<file path="config.mk">
export PLATFORM = sky130hd
export DESIGN_NAME = arp_cache_top
export DESIGN_NICKNAME = d
export VERILOG_FILES = /design/src/arp_pkg.sv /design/src/arp_table_ram.sv /design/src/arp_table_arbiter.sv /design/src/arp_learner.sv /design/src/arp_resolver.sv /design/src/arp_tx_framer.sv /design/src/arp_cache_top.sv
export SDC_FILE = /design/constraint.sdc
export NUM_CORES = 1
export LEC_CHECK = 0
export BUFFER_PORTS_ARGS = -buffer_cell sky130_fd_sc_hd__buf_2
export CAP_MARGIN = 20
export CORE_MARGIN = 2
export CORE_UTILIZATION = 39
export CTS_CLUSTER_DIAMETER = 200
export DETAILED_ROUTE_END_ITERATION = 12
export GPL_TIMING_DRIVEN = 1
export PLACE_DENSITY = 0.65
export SLEW_MARGIN = 20
export SYNTH_ARGS = -nofsm -noshare
export SYNTH_HDL_FRONTEND = slang
export SYNTH_SLANG_ARGS = --single-unit
</file>
<file path="constraint.sdc">
create_clock -name clk -period 18.2 [get_ports clk]
set_input_delay 1.82 -clock clk [delete_from_list [all_inputs] [get_ports clk]]
set_output_delay 1.82 -clock clk [all_outputs]
set_load 0.05 [all_outputs]
</file>
<file path="src/arp_pkg.sv">
package arp_pkg;

  typedef logic [31:0] ipv4_t;
  typedef logic [47:0] mac_t;

  // Table entry layout is {ipv4, mac}
  localparam int ENTRY_W = 80;

  typedef enum logic [15:0] {
    ARP_REQUEST = 16'd1,
    ARP_REPLY   = 16'd2
  } arp_oper_e;

  localparam logic [15:0] ARP_HTYPE_ETH  = 16'd1;      // Ethernet
  localparam logic [15:0] ARP_PTYPE_IPV4 = 16'h0800;
  localparam logic [7:0]  ARP_HLEN       = 8'd6;
  localparam logic [7:0]  ARP_PLEN       = 8'd4;

  localparam int ARP_PAYLOAD_BYTES = 28;

endpackage

</file>
<file path="src/arp_table_ram.sv">
`timescale 1ns/1ps

module arp_table_ram #(
  parameter int ADDR_W = 3
) (
  input  logic                        clk,
  input  logic                        rst,
  input  logic [ADDR_W-1:0]           addr,
  input  logic                        we,
  input  logic [arp_pkg::ENTRY_W-1:0] wdata,
  output logic [arp_pkg::ENTRY_W-1:0] rdata,
  output logic                        rvalid_flag
);
  import arp_pkg::*;

  localparam int DEPTH = 1 << ADDR_W;

  logic [ENTRY_W-1:0] mem [DEPTH];
  logic [DEPTH-1:0]   valid;

  always_ff @(posedge clk) begin
    if (we) begin
      mem[addr] <= wdata;
    end
    rdata <= mem[addr];                // Old data on read during write
  end

  always_ff @(posedge clk) begin
    if (rst) begin
      valid       <= '0;
      rvalid_flag <= 1'b0;
    end else begin
      if (we) begin
        valid[addr] <= 1'b1;
      end
      rvalid_flag <= valid[addr];
    end
  end

endmodule

</file>
<file path="src/arp_table_arbiter.sv">
`timescale 1ns/1ps

module arp_table_arbiter #(
  parameter int ADDR_W = 3
) (
  input  logic                        clk,
  input  logic                        rst,
  input  logic                        lrn_mem_req,
  input  logic [ADDR_W-1:0]           lrn_addr,
  input  logic                        lrn_we,
  input  logic [arp_pkg::ENTRY_W-1:0] lrn_wdata,
  input  logic                        res_mem_req,
  input  logic [ADDR_W-1:0]           res_addr,
  output logic                        lrn_gnt,
  output logic                        res_gnt,
  output logic [ADDR_W-1:0]           mem_addr,
  output logic                        mem_we,
  output logic [arp_pkg::ENTRY_W-1:0] mem_wdata
);

  typedef enum logic [1:0] {
    OWN_NONE,
    OWN_LRN,
    OWN_RES
  } owner_e;

  owner_e owner;

  always_ff @(posedge clk) begin
    if (rst) begin
      owner <= OWN_NONE;
    end else begin
      case (owner)
        OWN_NONE: begin
          if (lrn_mem_req) begin
            owner <= OWN_LRN;          // Learner wins ties
          end else if (res_mem_req) begin
            owner <= OWN_RES;
          end
        end
        OWN_LRN: begin
          if (!lrn_mem_req) begin
            owner <= res_mem_req ? OWN_RES : OWN_NONE;
          end
        end
        OWN_RES: begin
          if (!res_mem_req) begin
            owner <= lrn_mem_req ? OWN_LRN : OWN_NONE;
          end
        end
        default: owner <= OWN_NONE;
      endcase
    end
  end

  assign lrn_gnt   = (owner == OWN_LRN);
  assign res_gnt   = (owner == OWN_RES);
  assign mem_addr  = (owner == OWN_LRN) ? lrn_addr : res_addr;
  assign mem_we    = (owner == OWN_LRN) && lrn_we;
  assign mem_wdata = lrn_wdata;        // Only the learner writes

endmodule

</file>
<file path="src/arp_learner.sv">
`timescale 1ns/1ps

module arp_learner #(
  parameter int ADDR_W = 3
) (
  input  logic                        clk,
  input  logic                        rst,
  input  logic                        learn_val,
  input  arp_pkg::ipv4_t              learn_ipv4,
  input  arp_pkg::mac_t               learn_mac,
  output logic                        lrn_mem_req,
  input  logic                        lrn_gnt,
  output logic [ADDR_W-1:0]           lrn_addr,
  output logic                        lrn_we,
  output logic [arp_pkg::ENTRY_W-1:0] lrn_wdata,
  input  logic [arp_pkg::ENTRY_W-1:0] mem_rdata,
  input  logic                        mem_rvalid_flag
);
  import arp_pkg::*;

  typedef enum logic [1:0] {
    L_IDLE,
    L_GNT,
    L_SCAN,
    L_WRITE
  } lrn_state_e;

  lrn_state_e        state;
  ipv4_t             lrn_ip;
  mac_t              lrn_mac;
  ipv4_t             ent_ip;
  logic [ADDR_W:0]   scan_cnt;         // MSB marks the last address issued
  logic              rd_vld;
  logic [ADDR_W-1:0] rd_idx;
  logic              found;
  logic [ADDR_W-1:0] found_idx;
  logic [ADDR_W-1:0] rr_ptr;
  logic              hit;

  assign ent_ip = mem_rdata[ENTRY_W-1 -: $bits(ipv4_t)];
  assign hit    = rd_vld && mem_rvalid_flag && (ent_ip == lrn_ip);

  assign lrn_mem_req = (state != L_IDLE);
  assign lrn_we      = (state == L_WRITE);
  assign lrn_wdata   = {lrn_ip, lrn_mac};
  assign lrn_addr    = (state == L_WRITE) ? (found ? found_idx : rr_ptr) :
                       scan_cnt[ADDR_W-1:0];

  always_ff @(posedge clk) begin
    if (rst) begin
      state    <= L_IDLE;
      scan_cnt <= '0;
      rd_vld   <= 1'b0;
      found    <= 1'b0;
      rr_ptr   <= '0;
    end else begin
      case (state)
        L_IDLE: begin
          found <= 1'b0;
          if (learn_val) begin
            lrn_ip  <= learn_ipv4;
            lrn_mac <= learn_mac;
            state   <= L_GNT;
          end
        end
        L_GNT: begin
          scan_cnt <= '0;
          rd_vld   <= 1'b0;
          if (lrn_gnt) begin
            state <= L_SCAN;
          end
        end
        L_SCAN: begin
          if (!scan_cnt[ADDR_W]) begin
            scan_cnt <= scan_cnt + 1'b1;
          end
          rd_vld <= !scan_cnt[ADDR_W];
          rd_idx <= scan_cnt[ADDR_W-1:0];
          if (hit) begin
            found     <= 1'b1;
            found_idx <= rd_idx;
          end
          if (rd_vld && (rd_idx == '1)) begin
            state <= L_WRITE;          // Whole table compared
          end
        end
        L_WRITE: begin
          if (!found) begin
            rr_ptr <= rr_ptr + 1'b1;   // New slot evicts the oldest
          end
          state <= L_IDLE;
        end
        default: state <= L_IDLE;
      endcase
    end
  end

endmodule

</file>
<file path="src/arp_resolver.sv">
`timescale 1ns/1ps

module arp_resolver #(
  parameter int ADDR_W        = 3,
  parameter int TRIES         = 2,
  parameter int TIMEOUT_TICKS = 1000000
) (
  input  logic                        clk,
  input  logic                        rst,
  input  logic                        tbl_req,
  input  arp_pkg::ipv4_t              tbl_ipv4,
  output logic                        tbl_val,
  output arp_pkg::mac_t               tbl_mac,
  output logic                        tbl_err,
  output logic                        res_mem_req,
  input  logic                        res_gnt,
  output logic [ADDR_W-1:0]           res_addr,
  input  logic [arp_pkg::ENTRY_W-1:0] mem_rdata,
  input  logic                        mem_rvalid_flag,
  input  logic                        learn_val,
  input  arp_pkg::ipv4_t              learn_ipv4,
  input  arp_pkg::mac_t               learn_mac,
  output logic                        send_req,
  output arp_pkg::ipv4_t              req_ipv4,
  input  logic                        tx_busy
);
  import arp_pkg::*;

  localparam int TRY_W = (TRIES < 1) ? 1 : $clog2(TRIES + 1);
  localparam int TMO_W = $clog2(TIMEOUT_TICKS + 1);

  typedef enum logic [2:0] {
    R_IDLE,
    R_GNT,
    R_SCAN,
    R_SEND,
    R_WAIT
  } res_state_e;

  res_state_e        state;
  ipv4_t             tgt_ip;
  ipv4_t             ent_ip;
  mac_t              ent_mac;
  logic [ADDR_W:0]   scan_cnt;
  logic              rd_vld;
  logic [ADDR_W-1:0] rd_idx;
  logic [TMO_W-1:0]  tmo_cnt;
  logic [TRY_W-1:0]  tries;
  logic              hit;

  assign {ent_ip, ent_mac} = mem_rdata;
  assign hit = rd_vld && mem_rvalid_flag && (ent_ip == tgt_ip);

  assign res_mem_req = (state == R_GNT) || (state == R_SCAN);
  assign res_addr    = scan_cnt[ADDR_W-1:0];
  assign req_ipv4    = tgt_ip;

  always_ff @(posedge clk) begin
    if (rst) begin
      state    <= R_IDLE;
      tbl_val  <= 1'b0;
      tbl_err  <= 1'b0;
      send_req <= 1'b0;
      scan_cnt <= '0;
      rd_vld   <= 1'b0;
      tmo_cnt  <= '0;
      tries    <= '0;
    end else begin
      tbl_val  <= 1'b0;
      tbl_err  <= 1'b0;
      send_req <= 1'b0;
      case (state)
        R_IDLE: begin
          if (tbl_req) begin
            tgt_ip <= tbl_ipv4;
            tries  <= '0;
            state  <= R_GNT;
          end
        end
        R_GNT: begin
          scan_cnt <= '0;
          rd_vld   <= 1'b0;
          if (res_gnt) begin
            state <= R_SCAN;
          end
        end
        R_SCAN: begin
          if (!scan_cnt[ADDR_W]) begin
            scan_cnt <= scan_cnt + 1'b1;
          end
          rd_vld <= !scan_cnt[ADDR_W];
          rd_idx <= scan_cnt[ADDR_W-1:0];
          if (hit) begin
            tbl_val <= 1'b1;
            tbl_mac <= ent_mac;
            state   <= R_IDLE;
          end else if (rd_vld && (rd_idx == '1)) begin
            state <= R_SEND;           // Miss, table released
          end
        end
        R_SEND: begin
          tmo_cnt <= '0;
          if (!tx_busy) begin
            send_req <= 1'b1;
            state    <= R_WAIT;
          end
        end
        R_WAIT: begin
          tmo_cnt <= tmo_cnt + 1'b1;
          if (learn_val && (learn_ipv4 == tgt_ip)) begin
            tbl_val <= 1'b1;
            tbl_mac <= learn_mac;
            state   <= R_IDLE;
          end else if (tmo_cnt == TMO_W'(TIMEOUT_TICKS - 1)) begin
            if (tries == TRY_W'(TRIES)) begin
              tbl_err <= 1'b1;         // Retries used up
              state   <= R_IDLE;
            end else begin
              tries <= tries + 1'b1;
              state <= R_SEND;
            end
          end
        end
        default: state <= R_IDLE;
      endcase
    end
  end

endmodule

</file>
<file path="src/arp_tx_framer.sv">
`timescale 1ns/1ps

module arp_tx_framer (
  input  logic           clk,
  input  logic           rst,
  input  logic           send_req,
  input  arp_pkg::ipv4_t req_ipv4,
  input  arp_pkg::mac_t  dev_mac,
  input  arp_pkg::ipv4_t dev_ipv4,
  output logic           tx_busy,
  output logic           tx_valid,
  output logic [7:0]     tx_data,
  output logic           tx_last
);
  import arp_pkg::*;

  localparam int CNT_W = $clog2(ARP_PAYLOAD_BYTES);

  logic                           active;
  logic [CNT_W-1:0]               byte_cnt;
  ipv4_t                          tgt_ip;
  logic [ARP_PAYLOAD_BYTES*8-1:0] frame;

  // Request payload, sent most significant byte first
  assign frame = {ARP_HTYPE_ETH, ARP_PTYPE_IPV4, ARP_HLEN, ARP_PLEN, ARP_REQUEST,
                  dev_mac, dev_ipv4, 48'h0, tgt_ip};

  assign tx_data  = frame[(ARP_PAYLOAD_BYTES - 1 - int'(byte_cnt)) * 8 +: 8];
  assign tx_valid = active;
  assign tx_busy  = active;
  assign tx_last  = active && (byte_cnt == CNT_W'(ARP_PAYLOAD_BYTES - 1));

  always_ff @(posedge clk) begin
    if (rst) begin
      active   <= 1'b0;
      byte_cnt <= '0;
    end else if (!active) begin
      if (send_req) begin
        active   <= 1'b1;
        byte_cnt <= '0;
        tgt_ip   <= req_ipv4;
      end
    end else if (tx_last) begin
      active <= 1'b0;
    end else begin
      byte_cnt <= byte_cnt + 1'b1;
    end
  end

endmodule

</file>
<file path="src/arp_cache_top.sv">
`timescale 1ns/1ps

module arp_cache_top #(
  parameter int ADDR_W        = 3,
  parameter int TRIES         = 2,
  parameter int TIMEOUT_TICKS = 1000000
) (
  input  logic           clk,
  input  logic           rst,
  input  arp_pkg::mac_t  dev_mac,
  input  arp_pkg::ipv4_t dev_ipv4,
  input  logic           learn_val,
  input  arp_pkg::ipv4_t learn_ipv4,
  input  arp_pkg::mac_t  learn_mac,
  input  logic           tbl_req,
  input  arp_pkg::ipv4_t tbl_ipv4,
  output logic           tbl_val,
  output arp_pkg::mac_t  tbl_mac,
  output logic           tbl_err,
  output logic           tx_valid,
  output logic [7:0]     tx_data,
  output logic           tx_last
);
  import arp_pkg::*;

  logic               lrn_mem_req;
  logic               lrn_gnt;
  logic [ADDR_W-1:0]  lrn_addr;
  logic               lrn_we;
  logic [ENTRY_W-1:0] lrn_wdata;
  logic               res_mem_req;
  logic               res_gnt;
  logic [ADDR_W-1:0]  res_addr;
  logic [ADDR_W-1:0]  mem_addr;
  logic               mem_we;
  logic [ENTRY_W-1:0] mem_wdata;
  logic [ENTRY_W-1:0] mem_rdata;
  logic               mem_rvalid_flag;
  logic               send_req;
  ipv4_t              req_ipv4;
  logic               tx_busy;

  arp_table_ram #(.ADDR_W(ADDR_W)) i_arp_table_ram (
    .clk(clk), .rst(rst), .addr(mem_addr), .we(mem_we), .wdata(mem_wdata),
    .rdata(mem_rdata), .rvalid_flag(mem_rvalid_flag)
  );

  arp_table_arbiter #(.ADDR_W(ADDR_W)) i_arp_table_arbiter (
    .clk(clk), .rst(rst),
    .lrn_mem_req(lrn_mem_req), .lrn_addr(lrn_addr), .lrn_we(lrn_we), .lrn_wdata(lrn_wdata),
    .res_mem_req(res_mem_req), .res_addr(res_addr),
    .lrn_gnt(lrn_gnt), .res_gnt(res_gnt),
    .mem_addr(mem_addr), .mem_we(mem_we), .mem_wdata(mem_wdata)
  );

  arp_learner #(.ADDR_W(ADDR_W)) i_arp_learner (
    .clk(clk), .rst(rst),
    .learn_val(learn_val), .learn_ipv4(learn_ipv4), .learn_mac(learn_mac),
    .lrn_mem_req(lrn_mem_req), .lrn_gnt(lrn_gnt),
    .lrn_addr(lrn_addr), .lrn_we(lrn_we), .lrn_wdata(lrn_wdata),
    .mem_rdata(mem_rdata), .mem_rvalid_flag(mem_rvalid_flag)
  );

  arp_resolver #(
    .ADDR_W(ADDR_W), .TRIES(TRIES), .TIMEOUT_TICKS(TIMEOUT_TICKS)
  ) i_arp_resolver (
    .clk(clk), .rst(rst),
    .tbl_req(tbl_req), .tbl_ipv4(tbl_ipv4),
    .tbl_val(tbl_val), .tbl_mac(tbl_mac), .tbl_err(tbl_err),
    .res_mem_req(res_mem_req), .res_gnt(res_gnt), .res_addr(res_addr),
    .mem_rdata(mem_rdata), .mem_rvalid_flag(mem_rvalid_flag),
    .learn_val(learn_val), .learn_ipv4(learn_ipv4), .learn_mac(learn_mac),
    .send_req(send_req), .req_ipv4(req_ipv4), .tx_busy(tx_busy)
  );

  arp_tx_framer i_arp_tx_framer (
    .clk(clk), .rst(rst),
    .send_req(send_req), .req_ipv4(req_ipv4),
    .dev_mac(dev_mac), .dev_ipv4(dev_ipv4),
    .tx_busy(tx_busy), .tx_valid(tx_valid), .tx_data(tx_data), .tx_last(tx_last)
  );

endmodule

</file>
==> run summary, run 1 <==
Final Setup Violations -> 0
Post-Synthesis Cells -> 2832
CP Max Fanout -> 1
Via density -> 5.36
Syn_area_per_cell -> 13.7 um^2
Initial Util -> 39.4%
Xor and xnor area share after synthesis -> 2.29%
Die footprint -> 102000 um^2
Fin crit period -> 4.99 ns
Final net count -> 3269
Fraction of registers with async set/reset -> 0%
Mux share of post-synthesis cell area -> 1.83%
Post-synth EDFFs -> 841
Ys flop type -> edfxtp_1
Ports -> 256
DR vias -> 23800
Crit path kind -> in -> out
Share of cells above drive strength 1 -> 16.6%
DR pass1 iterations -> 5
Height of the die -> 319 um
GR Overflow Total -> 0
Clk network pwr share -> 41.2%
Routed length per placed instance -> 21.6 um
RSZ-0062 raised after global routing -> no
Synth Register Bits -> 982
Antenna violations before repair -> 7
Syn Nets -> 3041
Flop-to-flop setup slack -> 13.79 ns
CORE AREA -> 98300 um^2
CTS resizes -> 0
Distinct cell type count after synthesis -> 69
Number of H-tree levels -> 3
HPWL Detailed -> 54900 um
Iter 0 DRT Violations -> 2512
Yosys warnings -> 0
Total GRT Usage -> 18.5%
Switching power share of the total -> 23.7%
CTS buffer count -> 101
Data required, critical path -> 16.38 ns
Setup Buffers After CTS -> 0
IO buf count -> 255
Clock Tree Root -> clkbuf_16
Leakage power figure -> 15.4 nW
Fmax -> 200 MHz
Synthesized area -> 38700 um^2
Comb power frac -> 8.5%
Sequential-to-total area share from yosys stat -> 72.6%
Internal power -> 4.07 mW
DRC -> 0
Clock Tree Buf Depth -> 3
Synthesized-area fraction occupied by and/or/nand/nor cells -> 13.3%
Final Worst Setup Slack -> 13.21 ns
Post-Layout Cell Count -> 4442
Clock slew at reported path FFs -> 0.06 ns
Switch Pwr -> 1.27 mW
Pin count of the biggest net entering global routing -> 120
Worst slew pin tran -> 1.07 ns
Max Cap Viol -> 0
Antenna-violating nets left -> 0
Reg power frac -> 50.3%
Die width -> 319 um
Hold_buf cts -> 0
Vias in the first global route -> 23300
Synth-to-layout area growth -> 15.6%
Worst setup skew after layout -> 0.0456 ns
Headroom to the max-slew limit -> 28.6%
Dpl cells -> 4244
Compound-gate portion of the synthesized area -> 7.14%
Final WL -> 95900 um
Setup tns final -> 0 ns
Period Utilization, post-route -> 27.4%
Fin. Hold Viols -> 0
HP Class -> reg -> reg
CP arrival -> 3.17 ns
Clock Latency Late Sink -> 0.68 ns
CTS Sinks -> 982
Status -> completed
Gpl congestion -> 0.919
Row cnt -> 115
Fillers -> 8677
Peak supply drop -> 68.1 uV
CP startpoint kind -> input port
First-pass GRT wire length -> 144000 um
Overall Power -> 5.34 mW
Final slew viol count -> 0
Worst slack, placed -> 13.03 ns
Area share of fa/ha/maj cells after synthesis -> 0.421%
Worst setup EP type -> output pin
Power per cell area -> 119 nW/um^2
CTS tree -> built
Largest family of logic cells by synthesized area -> simple AND/OR/NAND/NOR gates
==> cell usage in the layout (no fill, tap or decap), types with 43 or more instances in the layout <==
cell type / synthesis / routed
and3_1: 85 / 84
buf_2: 43 / 255
nand2_1: 665 / 664
a311oi_1: 83 / 83
a31o_1: 80 / 80
dfxtp_1: 141 / 140
xnor2_1: 44 / 44
a211oi_1: 91 / 91
nor2_1: 86 / 84
clkbuf_16: 0 / 103
edfxtp_1: 841 / 841
nand3_1: 181 / 181
buf_4: 2 / 43
xor2_1: 57 / 57
==> final cells by class <==
| type | instances | area (um^2) | share of cell area (%) |
|---|---|---|---|
| Sequential cell | 982 | 28100 | 62.8 |
| Multi-Input combinational cell | 1666 | 9770 | 21.9 |
| Clock buffer | 123 | 2710 | 6.07 |
| Tap cell | 1287 | 1610 | 3.60 |
| Timing Repair Buffer | 298 | 1600 | 3.58 |
| Clock inverter | 67 | 875 | 1.96 |
| Inverter | 11 | 41.3 | 0.0924 |
| Antenna cell | 8 | 20.0 | 0.0448 |
==> synthesized netlist by cell type, drive strengths merged (4+ instances only) <==
cell type	number	area share (%)
a311oi	83	1.9
a22oi	9	0.17
nor2	86	0.83
a31o	80	1.8
o22ai	5	0.081
o31ai	4	0.078
mux2i	19	0.49
a2bb2oi	4	0.091
nand2	667	6.5
edfxtp	841	65
nor4	19	0.31
o21ai	17	0.22
nand2b	7	0.11
buf	77	1.4
nand4	24	0.39
xnor2	44	1.0
xor2	57	1.3
a211oi	91	1.8
mux2	16	0.47
dfxtp	141	7.3
inv	11	0.11
ha	13	0.42
a22o	4	0.091
nand3b	5	0.097
a21oi	29	0.38
and2	6	0.097
nor3	30	0.47
nor2b	14	0.23
nand3	181	2.3
mux4	15	0.87
clkbuf	96	0.93
nor3b	6	0.12
and3	85	1.4
==> power groups by stage <==
stage / combinational, mW / sequential [mW] / clock, mW
after floorplan: 0.313 / 2.68 / 0
after global placement: 0.449 / 2.73 / 0
after detailed placement: 0.452 / 2.73 / 0
after CTS: 0.456 / 2.68 / 2.24
after global routing: 0.502 / 2.69 / 2.32
final: 0.455 / 2.68 / 2.20
==> per-layer routing <==
layer | part of all wire [%] | vias up | global-route usage, %
met2 | 46 | 816 | 28.9
met4 | 2.7 | 0 | 6.29
met3 | 7.0 | 151 | 3.11
li1 | - | 11000 | -
met5 | 0 | - | 0
met1 | 44 | 11800 | 26.2
==> sequential cells by signal, summed over array words and instances (netlist names), 8 cells and up <==
register / cells
i_arp_learner.lrn_ip: 32
i_arp_table_ram.valid: 8
i_arp_tx_framer.tgt_ip: 32
i_arp_table_ram.rdata: 80
i_arp_resolver.tbl_mac: 48
i_arp_table_ram.mem: 640
i_arp_resolver.req_ipv4: 32
i_arp_learner.lrn_mac: 48
i_arp_resolver.tmo_cnt: 20
==> worst max-delay path, cell delays in order <==
cell and delay, ns:
buf_2 0.09, mux4_2 0.45, nand3_1 0.09, o31ai_1 0.08, a22o_1 0.20, a21oi_1 0.14, nor2_1 0.06, buf_2 0.23
==> cell families after synthesis <==
group | after synthesis
AOI/OAI and AO/OA | 352
xor gates and xnor gates | 101
adders and majority gates | 13
buffers and inverters | 184
DFF | 982
muxes | 50
and+or+nand+nor | 1150
==> metrics by stage <==
stage	instance area [um^2]	util [%]	hold WS [ns]
after global placement	41100	41.8	0.435
after CTS	44700	45.5	0.452
after detailed placement	41100	41.8	0.439
after floorplan	38700	-	0.420
after global routing	44700	45.5	0.465
final	44700	45.5	0.458
==> path summary, 6_finish.rpt <==
path,cells past startpoint,start,end
max,8,dev_ipv4[17],tx_data[1]
min,0,i_arp_learner.rd_idx[2],i_arp_learner.found_idx[2]
max reg2reg,9,i_arp_learner.state[0],i_arp_table_ram.rdata[32]
min reg2reg,0,i_arp_learner.rd_idx[2],i_arp_learner.found_idx[2]
No activity file was read; power rests on OpenSTA's default activity.
==> inputs of run 2 (changes only) <==
--- a/config.mk
+++ b/config.mk
@@ -12,7 +12,7 @@
 export CTS_CLUSTER_DIAMETER = 200
 export DETAILED_ROUTE_END_ITERATION = 12
 export GPL_TIMING_DRIVEN = 1
-export PLACE_DENSITY = 0.65
+export PLACE_DENSITY = 0.67
 export SLEW_MARGIN = 20
 export SYNTH_ARGS = -nofsm -noshare
 export SYNTH_HDL_FRONTEND = slang
==> constraint.sdc (replaced) <==
create_clock -name clk -period 4.2 [get_ports clk]
set_input_delay 0.42 -clock clk [delete_from_list [all_inputs] [get_ports clk]]
set_output_delay 0.42 -clock clk [all_outputs]
set_load 0.05 [all_outputs]
==> run summary, run 2 (same netlist as run 1, synthesis figures left out) <==
Data required, critical path -> 3.78 ns
Synth-to-layout area growth -> 18.7%
Largest Register -> i_arp_table_ram.mem
Fmax -> 271 MHz
CP peak stage delay -> 0.54 ns
Hold_sp -> learn_ipv4[28]
Via density -> 5.41
Crit path depth -> 6
Fin. Hold Viols -> 0
Antenna violations before repair -> 2
CP arrival -> 3.27 ns
CORE AREA -> 98300 um^2
RR Startpoint -> i_arp_resolver.req_ipv4[28]
Final WL -> 100000 um
IO buf count -> 255
Pin count of the biggest net entering global routing -> 107
Peak supply drop -> 298 uV
Clock Tree Buf Depth -> 3
Headroom to the max-slew limit -> 34.8%
Row cnt -> 115
Crit path kind -> reg -> out
Height of the die -> 319 um
Worst-path cell chain -> inv_1 > ha_1 > nor2_1 > a22oi_1 > a2111oi_1 > buf_2
Worst setup EP type -> output pin
Die footprint -> 102000 um^2
Vias in the first global route -> 24300
Antenna-violating nets left -> 0
DR pass1 iterations -> 8
Final net count -> 3387
Max Cap Viol -> 0
Flop-to-flop setup slack -> 1.15 ns
Period Utilization, post-route -> 87.9%
Top sig layer -> met5
Clock slew at reported path FFs -> 0.06 ns
Met1 WL -> 43500 um
Final slew viol count -> 0
GR Overflow Total -> 0
Routed length per placed instance -> 21.9 um
Crit-path leading delay family -> compound AO/OA/AOI/OAI gates
Cells on worst reg2reg path -> 7
Most common cell after layout, fill and taps aside -> edfxtp_1
HPWL Detailed -> 57100 um
Setup tns final -> 0 ns
CTS buffer count -> 101
Met3 Wirelength -> 6580 um
Biggest regs -> i_arp_table_ram.mem x640, i_arp_table_ram.rdata x80
CTS tree -> built
DR vias -> 24600
R2R Path End -> i_arp_resolver.tbl_mac[46]
Setup Buffers After CTS -> 0
Leakage power figure -> 15.9 nW
Placed Area -> 41500 um^2
Ports -> 256
CP Max Fanout -> 15
HP Class -> in -> reg
Hold path cells -> 1
Slowest cell on crit path -> dfxtp_1
Number of flip-flops under the largest register name -> 640
WP buf/inv -> 2
Gpl congestion -> 0.892
Met2 WL -> 46800 um
CTS Sinks -> 982
Total GRT Usage -> 19.4%
Worst slew pin tran -> 0.968 ns
RSZ-0062 raised after global routing -> no
Finished Cell Area -> 45900 um^2
CP startpoint kind -> register
Clock Tree Root -> clkbuf_16
Die width -> 319 um
Power per cell area -> 493 nW/um^2
Final Setup Violations -> 0
Share of cells above drive strength 1 -> 15.9%
Initial Util -> 39.4%
First-pass GRT wire length -> 150000 um
Clock Latency Late Sink -> 0.67 ns
DRC -> 0
Fin crit period -> 3.69 ns
Most frequent cells in the layout -> edfxtp_1, nand2_1, buf_2
Number of H-tree levels -> 3
Status -> completed
Hold-critical path endpoint -> i_arp_learner.lrn_ip[28]
Iter 0 DRT Violations -> 2263
Worst setup skew after layout -> 0.0201 ns
==> run 2: how the worst max path moves through the flow <==
stage / endpoint / slack (ns) / start
floorplan: i_arp_table_ram.mem[5][0] / -1.01 / i_arp_learner.state[0]
detailed placement: i_arp_resolver.tbl_mac[46] / 1.15 / learn_ipv4[31]
finish: tx_data[4] / 0.51 / i_arp_tx_framer.byte_cnt[2]
global placement: i_arp_resolver.tbl_mac[43] / 1.23 / learn_ipv4[31]
CTS: tx_data[4] / 0.51 / i_arp_tx_framer.byte_cnt[2]
global route: tx_data[4] / 0.21 / i_arp_tx_framer.byte_cnt[2]
==> run 2: where the power goes <==
group / total (mW) / leakage [nW] / internal, mW / switching, mW
Combinational: 2.09 / 5.49 / 0.835 / 1.25
Clock: 8.88 / 1.62 / 5.13 / 3.75
Sequential: 11.7 / 8.76 / 11.2 / 0.490
==> run 2: routing by layer <==
layer	vias to the layer above	global-route usage (%)
met3	206	3.07
li1	11300	-
met1	12300	27.0
met5	-	0
met4	2	6.71
met2	889	31.0
==> run 2: layout make-up <==
class	instances	area, um^2
tap	1287	1610
clock inverter	55	519
sequential	982	28100
multi-input combinational	1666	9800
clock buffer	136	2800
inverter	11	41.3
timing repair buffer	416	3050
fill	8478	52400
antenna	3	7.51
==> run 2: metrics by stage <==
stage	setup WS [ns]	hold slack (ns)	total power [mW]	util [%]	cells
finish	0.508	0.0440	22.6	46.7	4556
detailed placement	1.15	0.435	13.8	42.2	4255
global placement	1.23	0.432	13.8	42.2	4254
floorplan	-1.01	0.420	13.0	-	2832
global route	0.208	0.0106	23.4	46.7	4554
CTS	0.509	0.00169	22.8	46.7	4553
==> run 2: repair_timing <==
| item | 4_1_cts | 5_1_grt |
|---|---|---|
| hold buffers | 107 | 0 |
| hold endpoints to repair | 126 | 0 |
| gates resized for setup | 0 | 0 |
